**config.mk**
```make
export PLATFORM = sky130hd
export DESIGN_NAME = dcache_refill_flat
export DESIGN_NICKNAME = d
export VERILOG_FILES = /design/src/verilog/dcache_pkg.sv /design/src/verilog/dcache_refill_if.sv /design/src/verilog/dcache_refill.sv /design/src/flat_wrapper.sv
export SDC_FILE = /design/constraint.sdc
export NUM_CORES = 1
export LEC_CHECK = 0
export BUFFER_PORTS_ARGS = -buffer_cell sky130_fd_sc_hd__buf_2
export CAP_MARGIN = 30
export CORE_MARGIN = 2
export CORE_UTILIZATION = 42
export DETAILED_ROUTE_END_ITERATION = 6
export PLACE_DENSITY = 0.86
export SYNTH_ARGS = -nofsm -noshare
export SYNTH_HDL_FRONTEND = slang
export SYNTH_SLANG_ARGS = --single-unit
```
**constraint.sdc**
```tcl
create_clock -name clk_i -period 1.34 [get_ports clk_i]
set_clock_uncertainty 0.2 [all_clocks]
set_input_delay 0.134 -clock clk_i [delete_from_list [all_inputs] [get_ports clk_i]]
set_output_delay 0.134 -clock clk_i [all_outputs]
set_load 0.02 [all_outputs]
```
**src/verilog/dcache_pkg.sv**
```systemverilog
`default_nettype none

package dcache_pkg;

  // ------------------------------------------------
  // widths
  // ------------------------------------------------

  // data word and memory bus width
  localparam int unsigned XLEN = 32;
  // byte address width
  localparam int unsigned ADDR_WIDTH = 16;
  // words per cache line, one bus beat each
  localparam int unsigned LINE_WORDS = 4;

  // top level defaults
  localparam int unsigned DEFAULT_NUM_SETS = 16;
  localparam int unsigned DEFAULT_NUM_WAYS = 2;

  // address layout is tag | index | word | byte
  localparam int unsigned BYTE_OFF_WIDTH = $clog2(XLEN / 8);
  localparam int unsigned WORD_SEL_WIDTH = $clog2(LINE_WORDS);
  localparam int unsigned LINE_OFF_WIDTH = BYTE_OFF_WIDTH + WORD_SEL_WIDTH;

  // ------------------------------------------------
  // types
  // ------------------------------------------------

  typedef logic [XLEN-1:0] word_t;
  typedef logic [XLEN/8-1:0] be_t;
  // word 0 sits at the line base
  typedef word_t [LINE_WORDS-1:0] line_t;
  typedef logic [WORD_SEL_WIDTH-1:0] word_sel_t;
  typedef logic [ADDR_WIDTH-1:0] addr_t;

  // what the controller asks of the tag/data array
  typedef enum logic [1:0] {
    // tag compare, hit way line comes back one cycle later
    ARR_LOOKUP,
    // byte merge into the way that hit last
    ARR_STORE,
    // whole line into the victim way
    ARR_REFILL
  } array_op_e;

endpackage

`default_nettype wire
```
**src/verilog/dcache_refill_if.sv**
```systemverilog
`timescale 1ns/1ps
`default_nettype none

interface dcache_refill_if
  import dcache_pkg::*;
();

  // miss or write-through request, single cycle strobe
  logic  miss_valid;
  logic  miss_we;
  addr_t miss_addr;
  word_t miss_wdata;
  be_t   miss_be;

  // completion strobe
  logic  done;
  // assembled line, meaningful with done of a read
  line_t refill_line;

  modport ctrl (output miss_valid, miss_we, miss_addr, miss_wdata, miss_be,
                input done, refill_line);
  modport refill (input miss_valid, miss_we, miss_addr, miss_wdata, miss_be,
                  output done, refill_line);

endinterface

`default_nettype wire

```
**src/verilog/dcache_refill.sv**
```systemverilog
`timescale 1ns/1ps
`default_nettype none

module dcache_refill
  import dcache_pkg::*;
(
  input  wire logic        clk_i,
  input  wire logic        rst_ni,
  // memory bus
  input  wire logic        mem_rvalid_i,
  input  wire word_t       mem_rdata_i,
  output logic             mem_req_o,
  output logic             mem_we_o,
  output addr_t            mem_addr_o,
  output word_t            mem_wdata_o,
  output be_t              mem_be_o,
  // controller side
  dcache_refill_if.refill  rfl
);

  // read in flight, waiting for beats
  logic      busy_q;
  word_sel_t beat_q;
  line_t     line_q;
  logic      done_q;
  logic      last_beat;

  assign last_beat = mem_rvalid_i && (beat_q == word_sel_t'(LINE_WORDS - 1));

  // ------------------------------------------------
  // bus request
  // ------------------------------------------------
  // request leaves in the strobe cycle, reads go to the line base
  assign mem_req_o   = rfl.miss_valid;
  assign mem_we_o    = rfl.miss_we;
  assign mem_addr_o  = rfl.miss_we ? rfl.miss_addr :
                       {rfl.miss_addr[ADDR_WIDTH-1:LINE_OFF_WIDTH], {LINE_OFF_WIDTH{1'b0}}};
  assign mem_wdata_o = rfl.miss_wdata;
  assign mem_be_o    = rfl.miss_be;

  // ------------------------------------------------
  // beat counting
  // ------------------------------------------------
  always_ff @(posedge clk_i or negedge rst_ni) begin
    if (!rst_ni) begin
      busy_q <= 1'b0;
      beat_q <= '0;
      done_q <= 1'b0;
    end else begin
      // write is done the next cycle, read after its last beat
      done_q <= (rfl.miss_valid && rfl.miss_we) || last_beat;
      if (rfl.miss_valid && !rfl.miss_we) begin
        busy_q <= 1'b1;
        beat_q <= '0;
      end else if (mem_rvalid_i) begin
        beat_q <= beat_q + 1'b1;
        if (last_beat) busy_q <= 1'b0;
      end
    end
  end

  // beats arrive in word order, shift in from the top
  always_ff @(posedge clk_i) begin
    if (mem_rvalid_i) line_q <= {mem_rdata_i, line_q[LINE_WORDS-1:1]};
  end

  assign rfl.done        = done_q;
  assign rfl.refill_line = line_q;

  no_miss_when_busy: assert property (@(posedge clk_i) disable iff (!rst_ni)
    rfl.miss_valid |-> !(busy_q || done_q))
    else $error("miss request while refill unit busy");

  no_beat_when_idle: assert property (@(posedge clk_i) disable iff (!rst_ni)
    mem_rvalid_i |-> busy_q)
    else $error("read beat without a pending read");

endmodule

`default_nettype wire

```
**src/flat_wrapper.sv**
```systemverilog
// flat-port wrapper written by rule: the top's interface ports become plain ports
module dcache_refill_flat import dcache_pkg::*;
  (clk_i, rst_ni, mem_rvalid_i, mem_rdata_i, mem_req_o, mem_we_o, mem_addr_o, mem_wdata_o, mem_be_o, rfl_miss_valid, rfl_miss_we, rfl_miss_addr, rfl_miss_wdata, rfl_miss_be, rfl_done, rfl_refill_line);
  dcache_refill_if rfl_i ();
  input  wire logic clk_i;
  input  wire logic rst_ni;
  input  wire logic mem_rvalid_i;
  input  wire word_t mem_rdata_i;
  output logic mem_req_o;
  output logic mem_we_o;
  output addr_t mem_addr_o;
  output word_t mem_wdata_o;
  output be_t mem_be_o;
  input wire logic [$bits(rfl_i.miss_valid)-1:0] rfl_miss_valid;
  input wire logic [$bits(rfl_i.miss_we)-1:0] rfl_miss_we;
  input wire logic [$bits(rfl_i.miss_addr)-1:0] rfl_miss_addr;
  input wire logic [$bits(rfl_i.miss_wdata)-1:0] rfl_miss_wdata;
  input wire logic [$bits(rfl_i.miss_be)-1:0] rfl_miss_be;
  output wire logic [$bits(rfl_i.done)-1:0] rfl_done;
  output wire logic [$bits(rfl_i.refill_line)-1:0] rfl_refill_line;
  assign rfl_i.miss_valid = rfl_miss_valid;
  assign rfl_i.miss_we = rfl_miss_we;
  assign rfl_i.miss_addr = rfl_miss_addr;
  assign rfl_i.miss_wdata = rfl_miss_wdata;
  assign rfl_i.miss_be = rfl_miss_be;
  assign rfl_done = rfl_i.done;
  assign rfl_refill_line = rfl_i.refill_line;
  dcache_refill u_core (.clk_i(clk_i), .rst_ni(rst_ni), .mem_rvalid_i(mem_rvalid_i), .mem_rdata_i(mem_rdata_i), .mem_req_o(mem_req_o), .mem_we_o(mem_we_o), .mem_addr_o(mem_addr_o), .mem_wdata_o(mem_wdata_o), .mem_be_o(mem_be_o), .rfl(rfl_i));
endmodule
```
* Yosys cells after proc, flatten, opt, wreduce, memory -nomap -nowiden
Index checks and enable logic that the tools add are counted.
** Storage, ports and cells
- Flip-flop bits (word level) :: 131
- Bits of input ports :: 89
- Output and inout port bits :: 183
- Logic and storage cells :: 17
** Cells by class
- Add/sub/neg operators :: 1
- Eq/ne operators :: 1
- Mux-type cells :: 3
- Reduce and logical (&&, ||, !) cells :: 6
** Operator list (number)
- $mux W2 :: 2
- $mux W4 :: 1
- $logic_and A1 B1 Y1 :: 3
- $add A2 B1 Y2 const B :: 1
- $eq A2 B2 Y1 const B :: 1
- $reduce_bool A2 Y1 :: 1
- $logic_not A1 Y1 :: 1
- $logic_or A1 B1 Y1 :: 1

* Depth between registers and ports, before layout
- Word-level depth :: 3
- Mapped depth :: 3
- Gate-level depth less buffers :: 3

* Worst setup path before layout
Ideal clock, no wire load.
- Kind :: register -> register
- Start :: register u_core.beat_q[0]
- End :: register u_core.beat_q[1]
- Library setup time :: 121 ps
- Data arrival time :: 814 ps
- Required time :: 1019 ps
- Setup slack :: 206 ps
- Cell stages (with the launch flop) :: 4
- Path buffers :: 0
- Clock period less this slack :: 1134 ps
- Path through :: dfrtp_1 ha_1 mux2i_1 nor2_1
** On the way
- Longest elaborated chain between the ends :: 3
** RTL lines
- start: declaration :: line dcache_refill.sv:23 : word_sel_t beat_q;
- start signal: assignment :: line dcache_refill.sv:56 : beat_q <= beat_q + 1'b1;
- $add A2 B1 Y2 :: line dcache_refill.sv:56
- $mux W2 :: line dcache_refill.sv:55 : end else if (mem_rvalid_i) begin
- $mux W2 :: line dcache_refill.sv:52 : if (rfl.miss_valid && !rfl.miss_we) begin
No other way between the ends. The select of a mux whose other input is x is not followed.
A chain may end at the register's enable or synchronous reset.

* Final worst setup path
- Start :: register u_core.line_q (netlist bit u_core.rfl.refill_line[79])
- End :: output rfl_refill_line[79]
** RTL lines
- start: declaration :: line dcache_refill.sv:24 : line_t line_q;
- start signal: assignment :: line dcache_refill.sv:64 : if (mem_rvalid_i) line_q <= {mem_rdata_i, line_q[LINE_WORDS-1:1]};
- end: declaration :: line flat_wrapper.sv:20 : output wire logic [$bits(rfl_i.refill_line)-1:0] rfl_refill_line;
No word-level cell between the ends.

==> metrics.log <==
[metrics] area of the placeable core: 10200 um^2
[metrics] clock transition at the registers of the reported paths: 50 ps
[metrics] floorplan die area: 11200 um^2
[metrics] PnR worst setup slack: -114 ps
[metrics] synthesized area per cell: 22.8 um^2
[metrics] YS warnings: 0
[metrics] Initial DRT Pass Iterations: 4
[metrics] via count: 2805
[metrics] Chip Width: 106 um
[metrics] data required time at the worst endpoint: 1010 ps
[metrics] flop and latch count out of synthesis: 131
[metrics] cells along the critical path: buf_6
[metrics] post-route setup TNS: -8150 ps
[metrics] Hold Vio Cnt, Final: 0
[metrics] Post-Synthesis Net Count: 282
[metrics] Power Total: 0.0107 W
[metrics] top cells by area in the synthesized netlist: sky130_fd_sc_hd__edfxtp_1, sky130_fd_sc_hd__buf_4, sky130_fd_sc_hd__dfrtp_1, sky130_fd_sc_hd__and2_1, sky130_fd_sc_hd__ha_1
[metrics] Sink Count: 131
[metrics] peak clock frequency supported by timing: 688 MHz
[metrics] number of fill cells: 588
[metrics] power per cell area: 1450 nW/um^2
[metrics] most used cells in the layout excluding fill and tap cells: sky130_fd_sc_hd__edfxtp_1, sky130_fd_sc_hd__buf_6, sky130_fd_sc_hd__buf_4
[metrics] kind of capture point of the worst setup path: primary output
[metrics] residual overflow from global routing: 0
[metrics] Finish-stage setup viols: 129
[metrics] post-detailed-route count of antenna-violating nets: 0
[metrics] post-synthesis sequential area ratio: 89.6%
[metrics] detailed placement HPWL: 6940 um
[metrics] buffer levels on the longest clock path: 2
[metrics] I/O pins: 272
[metrics] number of global-route vias before repair: 2789
[metrics] run status: finished with violations
[metrics] leading cell type in the layout, fill and taps excluded: sky130_fd_sc_hd__edfxtp_1
[metrics] # port buffers: 175
[metrics] layout cell share with drive strength beyond 1: 60.3%
[metrics] RSZ-0062 raised after global routing: yes
[metrics] maximum vdd ir drop: 0.907 mV
[metrics] kind of cell with the highest combined delay on the critical path: flip-flops
[metrics] startpoint class of the critical path: flop
[metrics] area share of the leading cell type in the synthesized netlist: 87.9%
[metrics] Max Slew Vio Count: 0
[metrics] maximum number of pins on one net before global-route repair: 31
[metrics] combined flip-flop and latch cell area: 3920 um^2
[metrics] CTS root buffer: sky130_fd_sc_hd__clkbuf_8
[metrics] Tmin final: 1450 ps
[metrics] Row Count: 37
[metrics] Worst Tran Pin Value: 286 ps
[metrics] CTS tree: done
[metrics] final antenna diode count: 0
[metrics] routed length per instance: 20.2 um
[metrics] area taken by multi-input logic gates: 78.8 um^2
[metrics] category of the most critical setup path: flop to primary output
[metrics] latest clock arrival within the worst-skew pair: 510 ps
[metrics] Mapped Cells: 192
[metrics] Buf/Inv on CP: 1
[metrics] Hold Crit Class: input port to primary output
[metrics] drt via density: 4.60
[metrics] crit-path max cell delay: 440 ps
[metrics] initial drt markers: 136
[metrics] cell type with the highest aggregate area in the netlist: sky130_fd_sc_hd__edfxtp_1
[metrics] P_leak: 3.13 nW
[metrics] floorplan die height: 106 um
[metrics] relative max-transition margin: 80.9%
[metrics] Mapped Area: 4370 um^2
[metrics] violations in the final reports: setup timing
[metrics] number of levels in the clock H-tree: 4
[metrics] critical path arrival: 1120 ps
[metrics] critical-path maximum fanout: 2
[metrics] total DRC errors in the routed layout: 0
[metrics] effective utilization at floorplan: 42.7%
[metrics] overall global routing resource usage: 20.7%
[metrics] ratio of final minimum period to clock period: 108%
[metrics] global-route wire length before repair: 16600 um
[metrics] number of nets at the end of the flow: 553
[metrics] cell type of the slowest stage on the worst timing path: sky130_fd_sc_hd__edfxtp_1
[metrics] growth of design area from synthesis to finish: 69.2%
[metrics] maximum capacitance violations: 0
[metrics] count of distinct cell types in the synthesized netlist: 10
[metrics] antenna violations before repair: 0
[metrics] gpl congestion: 0.784
[metrics] number of buffers added by the clock tree synthesis step: 17
[metrics] Routed WL: 12300 um
-- area by class of cell --
| type | instances | area share, % |
|---|---|---|
| well taps | 136 | 2.30 |
| multi-input cells | 11 | 1.07 |
| repair buffers | 302 | 36.7 |
| clock inverters | 10 | 1.25 |
| flip-flops and latches | 131 | 53.0 |
| clock buffers | 20 | 5.75 |
-- cell usage after synthesis, drive strengths merged --
library cell  count
nor2              2
a22o              1
mux2i             1
buf              50
edfxtp          128
dfrtp             3
and2              4
xnor2             1
nor2b             1
ha                1
-- cell families after synthesis --
logic type | synth area share [%]
muxes | 0.229
xor gates and xnor gates | 0.200
DFF | 89.6
adders and majority gates | 0.286
buffers and inverters | 8.58
and+or+nand+nor | 0.887
AOI/OAI and AO/OA | 0.200
-- registers in the layout, indices dropped and copies added (netlist names) --
| signal | count |
|---|---|
| u_core.beat_q | 2 |
| u_core.rfl.refill_line | 128 |
| u_core.rfl.done | 1 |
-- metal layers --
metal	up-vias	global-route usage (%)	wire length, um
met2	171	37.9	7010
met4	0	9.77	463
li1	1212	-	-
met3	41	7.36	789
met1	1381	21.0	4080
met5	-	0	0
-- what timing repair did --
item / CTS / global route
resized for setup: 190 / 46
endpoints found under the setup margin: 129 / 129
cloned: 0 / 0
pin swaps: 0 / 0
endpoints found under the hold margin: 79 / 0
buffers inserted: 50 / 34
hold buffers: 37 / 0
-- power breakdown --
group / leakage (nW) / internal, W / switching [W] / total (W)
logic: 1.59 / 0.000806 / 0.000692 / 0.00150
clock network: 0.253 / 0.00258 / 0.00157 / 0.00414
registers: 1.29 / 0.00486 / 0.000214 / 0.00507
total: 3.13 / 0.00824 / 0.00247 / 0.0107
-- path summary, 6_finish.rpt --
kind / slack, ps / cells after the start / start / end
min in group asynchronous: 290 / 3 / rst_ni / u_core.rfl.done$_DFF_PN0_
hold reg to reg: 290 / 0 / u_core.rfl.refill_line[57]$_DFFE_PP_ / u_core.rfl.refill_line[25]$_DFFE_PP_
max in group asynchronous: 500 / 3 / rst_ni / u_core.beat_q[1]$_DFFE_PN0P_
hold / removal: 70 / 0 / rfl_miss_addr[7] / mem_addr_o[7]
setup reg to reg: 60 / 3 / u_core.beat_q[0]$_DFFE_PN0P_ / u_core.beat_q[1]$_DFFE_PN0P_
setup / recovery: -110 / 1 / u_core.rfl.refill_line[79]$_DFFE_PP_ / rfl_refill_line[79]
-- stage by stage --
step | setup slack, ps | instances | hold WS [ps] | util (%) | cell area [um^2]
final | -114 | 610 | 68.0 | 72.3 | 7400
after global routing | -139 | 610 | 68.0 | 72.3 | 7400
after CTS | -129 | 576 | 68.1 | 68.4 | 7000
after detailed placement | 122 | 459 | -268 | 50.3 | 5140
after global placement | 162 | 459 | -270 | 50.3 | 5140
after floorplan | 206 | 192 | -362 | - | 4370
No activity file was read; power rests on OpenSTA's default activity.
