`config.mk`:
```
export PLATFORM = sky130hd
export DESIGN_NAME = dcache_ctrl_flat
export DESIGN_NICKNAME = d
export VERILOG_FILES = /design/src/verilog/dcache_pkg.sv /design/src/verilog/dcache_refill_if.sv /design/src/verilog/dcache_array_if.sv /design/src/verilog/dcache_ctrl.sv /design/src/flat_wrapper.sv
export SDC_FILE = /design/constraint.sdc
export NUM_CORES = 1
export LEC_CHECK = 0
export BUFFER_PORTS_ARGS = -buffer_cell sky130_fd_sc_hd__buf_2
export CAP_MARGIN = 25
export CORE_AREA = 2 2 226 228
export CTS_CLUSTER_SIZE = 16
export DETAILED_ROUTE_END_ITERATION = 8
export DIE_AREA = 0 0 228 230
export SKIP_CTS_REPAIR_TIMING = 1
export SLEW_MARGIN = 15
export SYNTH_ARGS = -nofsm -noshare
export SYNTH_HDL_FRONTEND = slang
export SYNTH_SLANG_ARGS = --single-unit
```
`constraint.sdc`:
```
create_clock -name clk_i -period 5.31 [get_ports clk_i]
set_clock_uncertainty 0.15 [all_clocks]
set_input_delay 0.2655 -clock clk_i [delete_from_list [all_inputs] [get_ports clk_i]]
set_output_delay 0.2655 -clock clk_i [all_outputs]
set_load 0.005 [all_outputs]
```
`src/verilog/dcache_pkg.sv`:
```
`default_nettype none

package dcache_pkg;

  // ------------------------------------------------
  // widths
  // ------------------------------------------------

  // data word and memory bus width
  localparam int unsigned XLEN = 32;
  // byte address width
  localparam int unsigned ADDR_WIDTH = 16;
  // words per cache line, one bus beat each
  localparam int unsigned LINE_WORDS = 4;

  // top level defaults
  localparam int unsigned DEFAULT_NUM_SETS = 16;
  localparam int unsigned DEFAULT_NUM_WAYS = 2;

  // address layout is tag | index | word | byte
  localparam int unsigned BYTE_OFF_WIDTH = $clog2(XLEN / 8);
  localparam int unsigned WORD_SEL_WIDTH = $clog2(LINE_WORDS);
  localparam int unsigned LINE_OFF_WIDTH = BYTE_OFF_WIDTH + WORD_SEL_WIDTH;

  // ------------------------------------------------
  // types
  // ------------------------------------------------

  typedef logic [XLEN-1:0] word_t;
  typedef logic [XLEN/8-1:0] be_t;
  // word 0 sits at the line base
  typedef word_t [LINE_WORDS-1:0] line_t;
  typedef logic [WORD_SEL_WIDTH-1:0] word_sel_t;
  typedef logic [ADDR_WIDTH-1:0] addr_t;

  // what the controller asks of the tag/data array
  typedef enum logic [1:0] {
    // tag compare, hit way line comes back one cycle later
    ARR_LOOKUP,
    // byte merge into the way that hit last
    ARR_STORE,
    // whole line into the victim way
    ARR_REFILL
  } array_op_e;

endpackage

`default_nettype wire
```
`src/verilog/dcache_refill_if.sv`:
```
`timescale 1ns/1ps
`default_nettype none

interface dcache_refill_if
  import dcache_pkg::*;
();

  // miss or write-through request, single cycle strobe
  logic  miss_valid;
  logic  miss_we;
  addr_t miss_addr;
  word_t miss_wdata;
  be_t   miss_be;

  // completion strobe
  logic  done;
  // assembled line, meaningful with done of a read
  line_t refill_line;

  modport ctrl (output miss_valid, miss_we, miss_addr, miss_wdata, miss_be,
                input done, refill_line);
  modport refill (input miss_valid, miss_we, miss_addr, miss_wdata, miss_be,
                  output done, refill_line);

endinterface

`default_nettype wire

```
`src/verilog/dcache_array_if.sv`:
```
`timescale 1ns/1ps
`default_nettype none

interface dcache_array_if
  import dcache_pkg::*;
#(
  parameter int unsigned NUM_SETS = DEFAULT_NUM_SETS
) ();

  localparam int unsigned INDEX_WIDTH = $clog2(NUM_SETS);
  localparam int unsigned TAG_WIDTH = ADDR_WIDTH - INDEX_WIDTH - LINE_OFF_WIDTH;

  // request side, one operation per cycle
  logic                   req;
  array_op_e              op;
  logic [INDEX_WIDTH-1:0] index;
  logic [TAG_WIDTH-1:0]   tag;
  // store payload
  word_sel_t              word_sel;
  word_t                  wdata;
  be_t                    be;
  // refill payload
  line_t                  line;
  // lookup result, valid the cycle after the lookup
  logic                   hit;
  line_t                  rdata_line;

  modport ctrl (output req, op, index, tag, word_sel, wdata, be, line, input hit, rdata_line);
  modport array (input req, op, index, tag, word_sel, wdata, be, line, output hit, rdata_line);

endinterface

`default_nettype wire

```
`src/verilog/dcache_ctrl.sv`:
```
`timescale 1ns/1ps
`default_nettype none

module dcache_ctrl
  import dcache_pkg::*;
#(
  parameter int unsigned NUM_SETS = DEFAULT_NUM_SETS
) (
  input  wire logic      clk_i,
  input  wire logic      rst_ni,
  // core port
  input  wire logic      req_i,
  input  wire logic      we_i,
  input  wire addr_t     addr_i,
  input  wire word_t     wdata_i,
  input  wire be_t       be_i,
  output logic           gnt_o,
  output logic           rvalid_o,
  output word_t          rdata_o,
  // array and refill unit
  dcache_array_if.ctrl   arr,
  dcache_refill_if.ctrl  rfl
);

  localparam int unsigned INDEX_WIDTH = $clog2(NUM_SETS);
  localparam int unsigned TAG_WIDTH = ADDR_WIDTH - INDEX_WIDTH - LINE_OFF_WIDTH;

  typedef enum logic [2:0] {
    IDLE,
    LOOKUP,
    STORE_WRITE,
    WAIT_REFILL,
    WAIT_WRITE
  } state_e;

  typedef struct packed {
    addr_t addr;
    logic  we;
    word_t wdata;
    be_t   be;
  } req_t;

  state_e                 state_d, state_q;
  req_t                   req_q;
  // one cycle after done, ends a store or a load miss
  logic                   ack_q;
  word_t                  miss_word_q;

  logic [TAG_WIDTH-1:0]   in_tag, req_tag;
  logic [INDEX_WIDTH-1:0] in_index, req_index;
  word_sel_t              req_word;
  word_t                  hit_word;
  logic                   hit_load;
  logic                   accept;

  // ------------------------------------------------
  // address split
  // ------------------------------------------------
  assign in_tag    = addr_i[ADDR_WIDTH-1 -: TAG_WIDTH];
  assign in_index  = addr_i[LINE_OFF_WIDTH +: INDEX_WIDTH];
  assign req_tag   = req_q.addr[ADDR_WIDTH-1 -: TAG_WIDTH];
  assign req_index = req_q.addr[LINE_OFF_WIDTH +: INDEX_WIDTH];
  assign req_word  = req_q.addr[BYTE_OFF_WIDTH +: WORD_SEL_WIDTH];

  assign hit_word  = arr.rdata_line[req_word];

  // load result is back and hit
  assign hit_load  = (state_q == LOOKUP) && !req_q.we && arr.hit;

  // new request in idle, or chained behind a load hit
  // the granted store still holds req_i in its ack cycle
  assign accept = req_i && (((state_q == IDLE) && !(ack_q && req_q.we)) || hit_load);

  // loads are granted at accept, stores when their write is done
  assign gnt_o    = (accept && !we_i) || (ack_q && req_q.we);
  assign rvalid_o = hit_load || (ack_q && !req_q.we);
  assign rdata_o  = hit_load ? hit_word : miss_word_q;

  // ------------------------------------------------
  // FSM
  // ------------------------------------------------
  always_comb begin
    state_d        = state_q;
    // array defaults, lookup with the incoming address
    arr.req        = 1'b0;
    arr.op         = ARR_LOOKUP;
    arr.index      = accept ? in_index : req_index;
    arr.tag        = accept ? in_tag : req_tag;
    arr.word_sel   = req_word;
    arr.wdata      = req_q.wdata;
    arr.be         = req_q.be;
    arr.line       = rfl.refill_line;
    // miss request carries the saved request
    rfl.miss_valid = 1'b0;
    rfl.miss_we    = req_q.we;
    rfl.miss_addr  = req_q.addr;
    rfl.miss_wdata = req_q.wdata;
    rfl.miss_be    = req_q.be;

    if (accept) arr.req = 1'b1;

    case (state_q)
      IDLE: begin
        if (accept) state_d = LOOKUP;
      end
      LOOKUP: begin
        if (req_q.we) begin
          // write-through, every store goes to memory
          rfl.miss_valid = 1'b1;
          state_d = arr.hit ? STORE_WRITE : WAIT_WRITE;
        end else if (arr.hit) begin
          state_d = accept ? LOOKUP : IDLE;
        end else begin
          rfl.miss_valid = 1'b1;
          state_d = WAIT_REFILL;
        end
      end
      STORE_WRITE: begin
        // merge into the hit line while the bus write is out
        arr.req = 1'b1;
        arr.op  = ARR_STORE;
        state_d = rfl.done ? IDLE : WAIT_WRITE;
      end
      WAIT_WRITE: begin
        if (rfl.done) state_d = IDLE;
      end
      WAIT_REFILL: begin
        if (rfl.done) begin
          arr.req = 1'b1;
          arr.op  = ARR_REFILL;
          state_d = IDLE;
        end
      end
      default: state_d = IDLE;
    endcase
  end

  // ------------------------------------------------
  // registers
  // ------------------------------------------------
  always_ff @(posedge clk_i or negedge rst_ni) begin
    if (!rst_ni) begin
      state_q <= IDLE;
      ack_q   <= 1'b0;
    end else begin
      state_q <= state_d;
      ack_q   <= rfl.done;
    end
  end

  always_ff @(posedge clk_i) begin
    if (accept) req_q <= '{addr: addr_i, we: we_i, wdata: wdata_i, be: be_i};
    // requested word out of the finished refill
    if (rfl.done) miss_word_q <= rfl.refill_line[req_word];
  end

  // load data without a hit only comes right after a refill
  store_no_rvalid: assert property (@(posedge clk_i) disable iff (!rst_ni)
    (rvalid_o && !hit_load) |-> ($past(state_q) == WAIT_REFILL))
    else $error("load data returned for a store");

endmodule

`default_nettype wire

```
`src/flat_wrapper.sv`:
```
// flat-port wrapper written by rule: the top's interface ports become plain ports
module dcache_ctrl_flat import dcache_pkg::*;
#(
  parameter int unsigned NUM_SETS = DEFAULT_NUM_SETS
)
  (clk_i, rst_ni, req_i, we_i, addr_i, wdata_i, be_i, gnt_o, rvalid_o, rdata_o, arr_req, arr_op, arr_index, arr_tag, arr_word_sel, arr_wdata, arr_be, arr_line, arr_hit, arr_rdata_line, rfl_miss_valid, rfl_miss_we, rfl_miss_addr, rfl_miss_wdata, rfl_miss_be, rfl_done, rfl_refill_line);
  dcache_array_if #(.NUM_SETS(NUM_SETS)) arr_i ();
  dcache_refill_if rfl_i ();
  input  wire logic clk_i;
  input  wire logic rst_ni;
  input  wire logic req_i;
  input  wire logic we_i;
  input  wire addr_t addr_i;
  input  wire word_t wdata_i;
  input  wire be_t be_i;
  output logic gnt_o;
  output logic rvalid_o;
  output word_t rdata_o;
  output wire logic [$bits(arr_i.req)-1:0] arr_req;
  output wire logic [$bits(arr_i.op)-1:0] arr_op;
  output wire logic [$bits(arr_i.index)-1:0] arr_index;
  output wire logic [$bits(arr_i.tag)-1:0] arr_tag;
  output wire logic [$bits(arr_i.word_sel)-1:0] arr_word_sel;
  output wire logic [$bits(arr_i.wdata)-1:0] arr_wdata;
  output wire logic [$bits(arr_i.be)-1:0] arr_be;
  output wire logic [$bits(arr_i.line)-1:0] arr_line;
  input wire logic [$bits(arr_i.hit)-1:0] arr_hit;
  input wire logic [$bits(arr_i.rdata_line)-1:0] arr_rdata_line;
  output wire logic [$bits(rfl_i.miss_valid)-1:0] rfl_miss_valid;
  output wire logic [$bits(rfl_i.miss_we)-1:0] rfl_miss_we;
  output wire logic [$bits(rfl_i.miss_addr)-1:0] rfl_miss_addr;
  output wire logic [$bits(rfl_i.miss_wdata)-1:0] rfl_miss_wdata;
  output wire logic [$bits(rfl_i.miss_be)-1:0] rfl_miss_be;
  input wire logic [$bits(rfl_i.done)-1:0] rfl_done;
  input wire logic [$bits(rfl_i.refill_line)-1:0] rfl_refill_line;
  assign arr_req = arr_i.req;
  assign arr_op = arr_i.op;
  assign arr_index = arr_i.index;
  assign arr_tag = arr_i.tag;
  assign arr_word_sel = arr_i.word_sel;
  assign arr_wdata = arr_i.wdata;
  assign arr_be = arr_i.be;
  assign arr_line = arr_i.line;
  assign arr_i.hit = arr_hit;
  assign arr_i.rdata_line = arr_rdata_line;
  assign rfl_miss_valid = rfl_i.miss_valid;
  assign rfl_miss_we = rfl_i.miss_we;
  assign rfl_miss_addr = rfl_i.miss_addr;
  assign rfl_miss_wdata = rfl_i.miss_wdata;
  assign rfl_miss_be = rfl_i.miss_be;
  assign rfl_i.done = rfl_done;
  assign rfl_i.refill_line = rfl_refill_line;
  dcache_ctrl #(.NUM_SETS(NUM_SETS)) u_core (.clk_i(clk_i), .rst_ni(rst_ni), .req_i(req_i), .we_i(we_i), .addr_i(addr_i), .wdata_i(wdata_i), .be_i(be_i), .gnt_o(gnt_o), .rvalid_o(rvalid_o), .rdata_o(rdata_o), .arr(arr_i), .rfl(rfl_i));
endmodule
```
**After elaboration in Yosys (flattened, before gate mapping)**

Cells that the tools add are included.

- Bits in read-only memories: 0
- Memory bits (writable): 0
- Word-level logic and storage cells: 53
- Latch bits: 0
- Memories kept: 0
- Output and inout port bits: 269
- Input bits: 314
- Register bits: 89

- Equality and inequality tests: 6
- Multipliers: 0
- Reductions and logical operators: 16
- Magnitude comparators: 1
- Bitwise operators: 0
- Muxes and demuxes: 23
- Divide/modulo/power cells: 0
- Shifts and indexed selects: 0
- Add/sub/neg operators: 0

Operator list:

| operator | number |
|---|---|
| $bmux W32 S2 | 2 |
| $mux W32 | 3 |
| $mux W3 | 6 |
| $pmux W3 S4 | 1 |
| $mux W8 | 1 |
| $logic_and A1 B1 Y1 | 7 |
| $eq A3 B2 Y1 const B | 2 |
| $mux W1 | 6 |
| $mux W4 | 1 |
| $ne A2 B1 Y1 const B | 2 |
| $pmux W2 S2 | 1 |
| $eq A3 B1 Y1 const B | 1 |
| $eq A3 B3 Y1 const B | 1 |
| $logic_not A1 Y1 | 3 |
| $logic_not A3 Y1 | 1 |
| $logic_or A1 B1 Y1 | 3 |
| $lt A2 B3 Y1 const B | 1 |
| $mux W2 | 1 |
| $pmux W1 S2 | 1 |
| $reduce_and A2 Y1 | 1 |
| $reduce_or A2 Y1 | 1 |

**Logic depth before layout (Yosys ltp)**

- Depth in word-level cells: 9
- Gate-level depth with buffers: 5
- Mapped depth without buffers: 4

**Least setup slack after synthesis**

Ideal clock, no wire load.

- Kind: register to register
- Start: register u_core.req_q, in the netlist u_core.rfl.miss_we
- End: register u_core.req_q, in the netlist u_core.arr.be[0], enable pin
- Cell stages (with the launch flop): 5
- Slack: 2615 ps
- Setup time: 407 ps
- Arrival: 2138 ps
- Clock period less this slack: 2695 ps
- Cells stage by stage: edfxtp_1 > nor2b_1 > o211ai_4 > buf_4 > inv_1

- Cells in the longest elaborated chain, start to end: 5

Ends and longest elaborated chain:

| element | RTL line | text |
|---|---|---|
| start, declared | dcache_ctrl.sv:44 | `req_t req_q;` |
| start signal, assigned | dcache_ctrl.sv:152 | `if (accept) req_q <= '{addr: addr_i, we: we_i, wdata: wdata_i, be: be_i};` |
| $logic_and A1 B1 Y1 / $logic_not A1 Y1 (equally long branches) | dcache_ctrl.sv:72, dcache_ctrl.sv:68 |  |
| $logic_not A1 Y1 / $logic_and A1 B1 Y1 (equally long branches) | dcache_ctrl.sv:72, dcache_ctrl.sv:68 |  |
| $logic_and A1 B1 Y1, on equally long branches | dcache_ctrl.sv:72, dcache_ctrl.sv:68 |  |
| $logic_or A1 B1 Y1 * | dcache_ctrl.sv:72 | `assign accept = req_i && (((state_q == IDLE) && !(ack_q && req_q.we)) \|\| hit_load);` |
| $logic_and A1 B1 Y1 * | dcache_ctrl.sv:72 |  |
| named net u_core.accept | dcache_ctrl.sv:54 | `logic accept;` |

Mark *: on every way through the listed nets, which the timed path passes. The rest lies on a longest branch.
A chain may end at the register's enable or synchronous reset.

**Final worst setup path**

- Start: register u_core.req_q, in the netlist u_core.rfl.miss_we
- End: output rdata_o[13]

- Cells in the longest elaborated chain, start to end: 4

Ends and longest elaborated chain:

| element | RTL line | text |
|---|---|---|
| $logic_not A1 Y1 | dcache_ctrl.sv:68 | `assign hit_load = (state_q == LOOKUP) && !req_q.we && arr.hit;` |
| $logic_and A1 B1 Y1 (2 in series) | dcache_ctrl.sv:68 |  |
| $mux W32 | dcache_ctrl.sv:77 | `assign rdata_o = hit_load ? hit_word : miss_word_q;` |
| end, declared | flat_wrapper.sv:18 | `output word_t rdata_o;` |

No other way between the ends.

==> results.sh <==
export IMPL_finalWeightedCongestion=0.9687
export IMPL_run_status="finished, final reports clean"
export IMPL_report_power_total_mw=2.960
export IMPL_post_synth_cell_area_avg_um2=14.96
export IMPL_final_cell_count_no_fill=1569
export IMPL_hpwlAfterDp_um=22330
export IMPL_critical_path_arrival_ns=2.47
export IMPL_grt_use_total_pct=9.739
export IMPL_detailroute_via_count=5530
export IMPL_syn_num_nets=733
export IMPL_grt_busiest_layer="met2"
export IMPL_drtAntennaViolNets=0
export IMPL_io_buffer_count=582
export IMPL_timing_critical_path_fanout_max=19
export IMPL_worst_slew_pin_slew_ns=0.8044
export IMPL_vdd_drop_max_mv=0.1226
export IMPL_final_cell_mix="582 x buf_2, 85 x edfxtp_1, 58 x mux4_2, 54 x dlygate4sd3_1, 40 x mux2_2"
export IMPL_cts_reportedPaths_clkPinSlew_ns=0.08
export IMPL_cts_max_path_buffers=2
export IMPL_rsz0062_at_grt="false"
export IMPL_cell_row_count=82
export IMPL_floorplan_initialDensity_pct=12.51
export IMPL_timing_max_transition_violations_final=0
export IMPL_power_leakage_nw=4.260
export IMPL_viasPerCell=3.525
export IMPL_register_area_um2=2653
export IMPL_placedInstanceArea_um2=8655
export IMPL_tritoncts_clock_tree="built"
export IMPL_mappedNetlistArea_um2=6238
export IMPL_area_growth_synth_to_final_pct=52.29
export IMPL_yosysSeqAreaShare_pct=42.52
export IMPL_powerDensity_nw_per_um2=311.6
export IMPL_timing_setup_critical_path_class="flip-flop to output port"
export IMPL_postSynthRegisterBits=89
export IMPL_postSynth_topFlopCell="edfxtp_1"
export IMPL_period_needed_ns=2.885
export IMPL_worst_ep_required_ns=4.89
export IMPL_via_count_of_the_first_global_routing_pass=5286
export IMPL_htree_depth=3
export IMPL_number_of_instances_in_the_synthesized_netlist=417
export IMPL_wire_length_of_the_first_global_routing_pass_um=36050
export IMPL_drcViolationCount=0
export IMPL_floorplan_die_area_um2=52440
export IMPL_setup_ws_ns=2.425
export IMPL_ios=583
export IMPL_layout_cell_area_non_filler_um2=9500
export IMPL_clock_sink_count=89
export IMPL_final_common_cell="buf_2"
export IMPL_grt_ovfl_total=0
export IMPL_yosys_warnings=0
export IMPL_drv_cap=0
export IMPL_achievable_frequency_mhz=346.6
export IMPL_route_final_wire_length_um=27380
export IMPL_drt_first_iter_violations=222
export IMPL_grt_use_met1_pct=10.45
export IMPL_slew_headroom_pct=46.37
export IMPL_asyncSetResetFlopFracSynth_pct=4.494
export IMPL_largest_net_degree_at_the_start_of_global_routing=41
export IMPL_timing_final_crit_share_pct=54.34
export IMPL_core_um2=49860
export IMPL_layout_cells_sized_above_1_pct=79.55
export IMPL_cts_buffers_inserted=9
export IMPL_endpoint_kind="output port"
export IMPL_design_final_nets=1201
export IMPL_num_fill_cells=5396
export IMPL_drt_wirelength_per_cell_um=17.45
export IMPL_multiInputGateArea_um2=2157
export IMPL_number_of_placed_instances_taps_included=1492
export IMPL_cts_root_buf="clkbuf_16"
export IMPL_antenna_found_initial=11
export IMPL_synth_enable_flop_cells=85
export IMPL_critical_path_startpoint_type="flip-flop"
export IMPL_die_h_um=230
export IMPL_synth_cell_types=27
export IMPL_summed_negative_setup_slack_over_all_endpoints_ns=0
export IMPL_number_of_iterations_in_the_first_detailed_routing_pass=4
export IMPL_place_ws_ns=2.755
export IMPL_met3_track_demand_over_resource_in_global_routing_pct=3.522
export IMPL_setup_viol_count_final=0
export IMPL_worst_skew_pair_late_latency_ns=0.37
export IMPL_dieWidth_um=228
export IMPL_global_route_usage_met2_pct=17.51
export IMPL_worst_hold_class="input pin to async pin"
export IMPL_hold_viol=0
[path summary, 6_finish.rpt]
path / start / cells after the start / endpoint / slack [ns]
max in group asynchronous: rst_ni / 2 / u_core.state_q[1] / 4.82
min: rst_ni / 2 / u_core.ack_q / 0.07
min reg2reg: u_core.state_q[0] / 1 / u_core.state_q[2] / 0.45
min in group clk_i: rfl_refill_line[80] / 2 / u_core.miss_word_q[16] / 0.13
max reg2reg: u_core.rfl.miss_we / 4 / u_core.arr.wdata[29] / 3.07
max: u_core.rfl.miss_we / 5 / rdata_o[13] / 2.42
[worst max-delay path, cell delays in order, from the launching register on]
cell      delay [ns]
edfxtp_1        0.48
nor2b_1         0.34
nand2_2         0.39
buf_4           0.38
mux2_2          0.32
buf_2           0.13
[logic make-up after synthesis]
kind of cell / after synthesis / share of synthesized area, %
adder cells (fa/ha/maj): 2 / 0.4011
multiplexers: 108 / 31.41
XOR/XNOR: 1 / 0.1404
AO/OA/AOI/OAI: 12 / 1.364
flip-flops: 89 / 42.52
buffers and inverters: 193 / 22.90
AND/OR/NAND/NOR: 12 / 1.264
[layout make-up]
class	count	share of cell area, %
multi-input combinational	135	22.71
clock buffer	9	2.371
timing repair buffer	643	37.03
inverter	7	0.2766
tap	672	8.850
sequential	89	27.92
clock inverter	7	0.6585
antenna	7	0.1844
[cells in the mapped netlist (2+ instances only)]
library cell	instances	area share [%]
inv_1	7	0.42
nor3_1	3	0.24
nand2_1	3	0.18
edfxtp_1	85	41
buf_4	170	20
mux4_1	6	2.5
dfrtp_1	4	1.6
mux2_1	4	0.72
buf_2	12	0.96
mux2_2	40	7.2
o21ai_0	5	0.40
nor2b_1	2	0.20
a21oi_1	3	0.24
buf_12	2	0.64
ha_1	2	0.40
mux4_2	58	21
[stage by stage]
step | util, % | hold slack, ns
3_3_place_gp | 17.32 | -0.07397
4_1_cts | 17.93 | -0.5066
5_1_grt | 19.04 | 0.06396
6_report | 19.05 | 0.07218
2_1_floorplan | - | -0.1801
3_5_place_dp | 17.36 | -0.07184
[power breakdown]
| group | internal (mW) | leakage [nW] | switching (mW) |
|---|---|---|---|
| combinational | 0.654 | 3.27 | 0.571 |
| clock | 0.327 | 0.136 | 0.346 |
| sequential | 0.968 | 0.858 | 0.0935 |
| total | 1.95 | 4.26 | 1.01 |
[registers in the layout, indices dropped and copies added, names as in the netlist]
signal / cells
u_core.arr.wdata: 32
u_core.miss_word_q: 32
u_core.rfl.miss_addr: 16
u_core.arr.be: 4
u_core.state_q: 3
u_core.ack_q: 1
u_core.rfl.miss_we: 1
[layer usage]
layer | share of wire, % | wire (um) | up-vias
met5 | 0.15 | 41 | -
met4 | 3.0 | 815 | 6
met3 | 9.5 | 2592 | 46
met2 | 51 | 14040 | 414
met1 | 36 | 9891 | 2693
li1 | - | - | 2371
No activity file was read; power rests on OpenSTA's default activity.
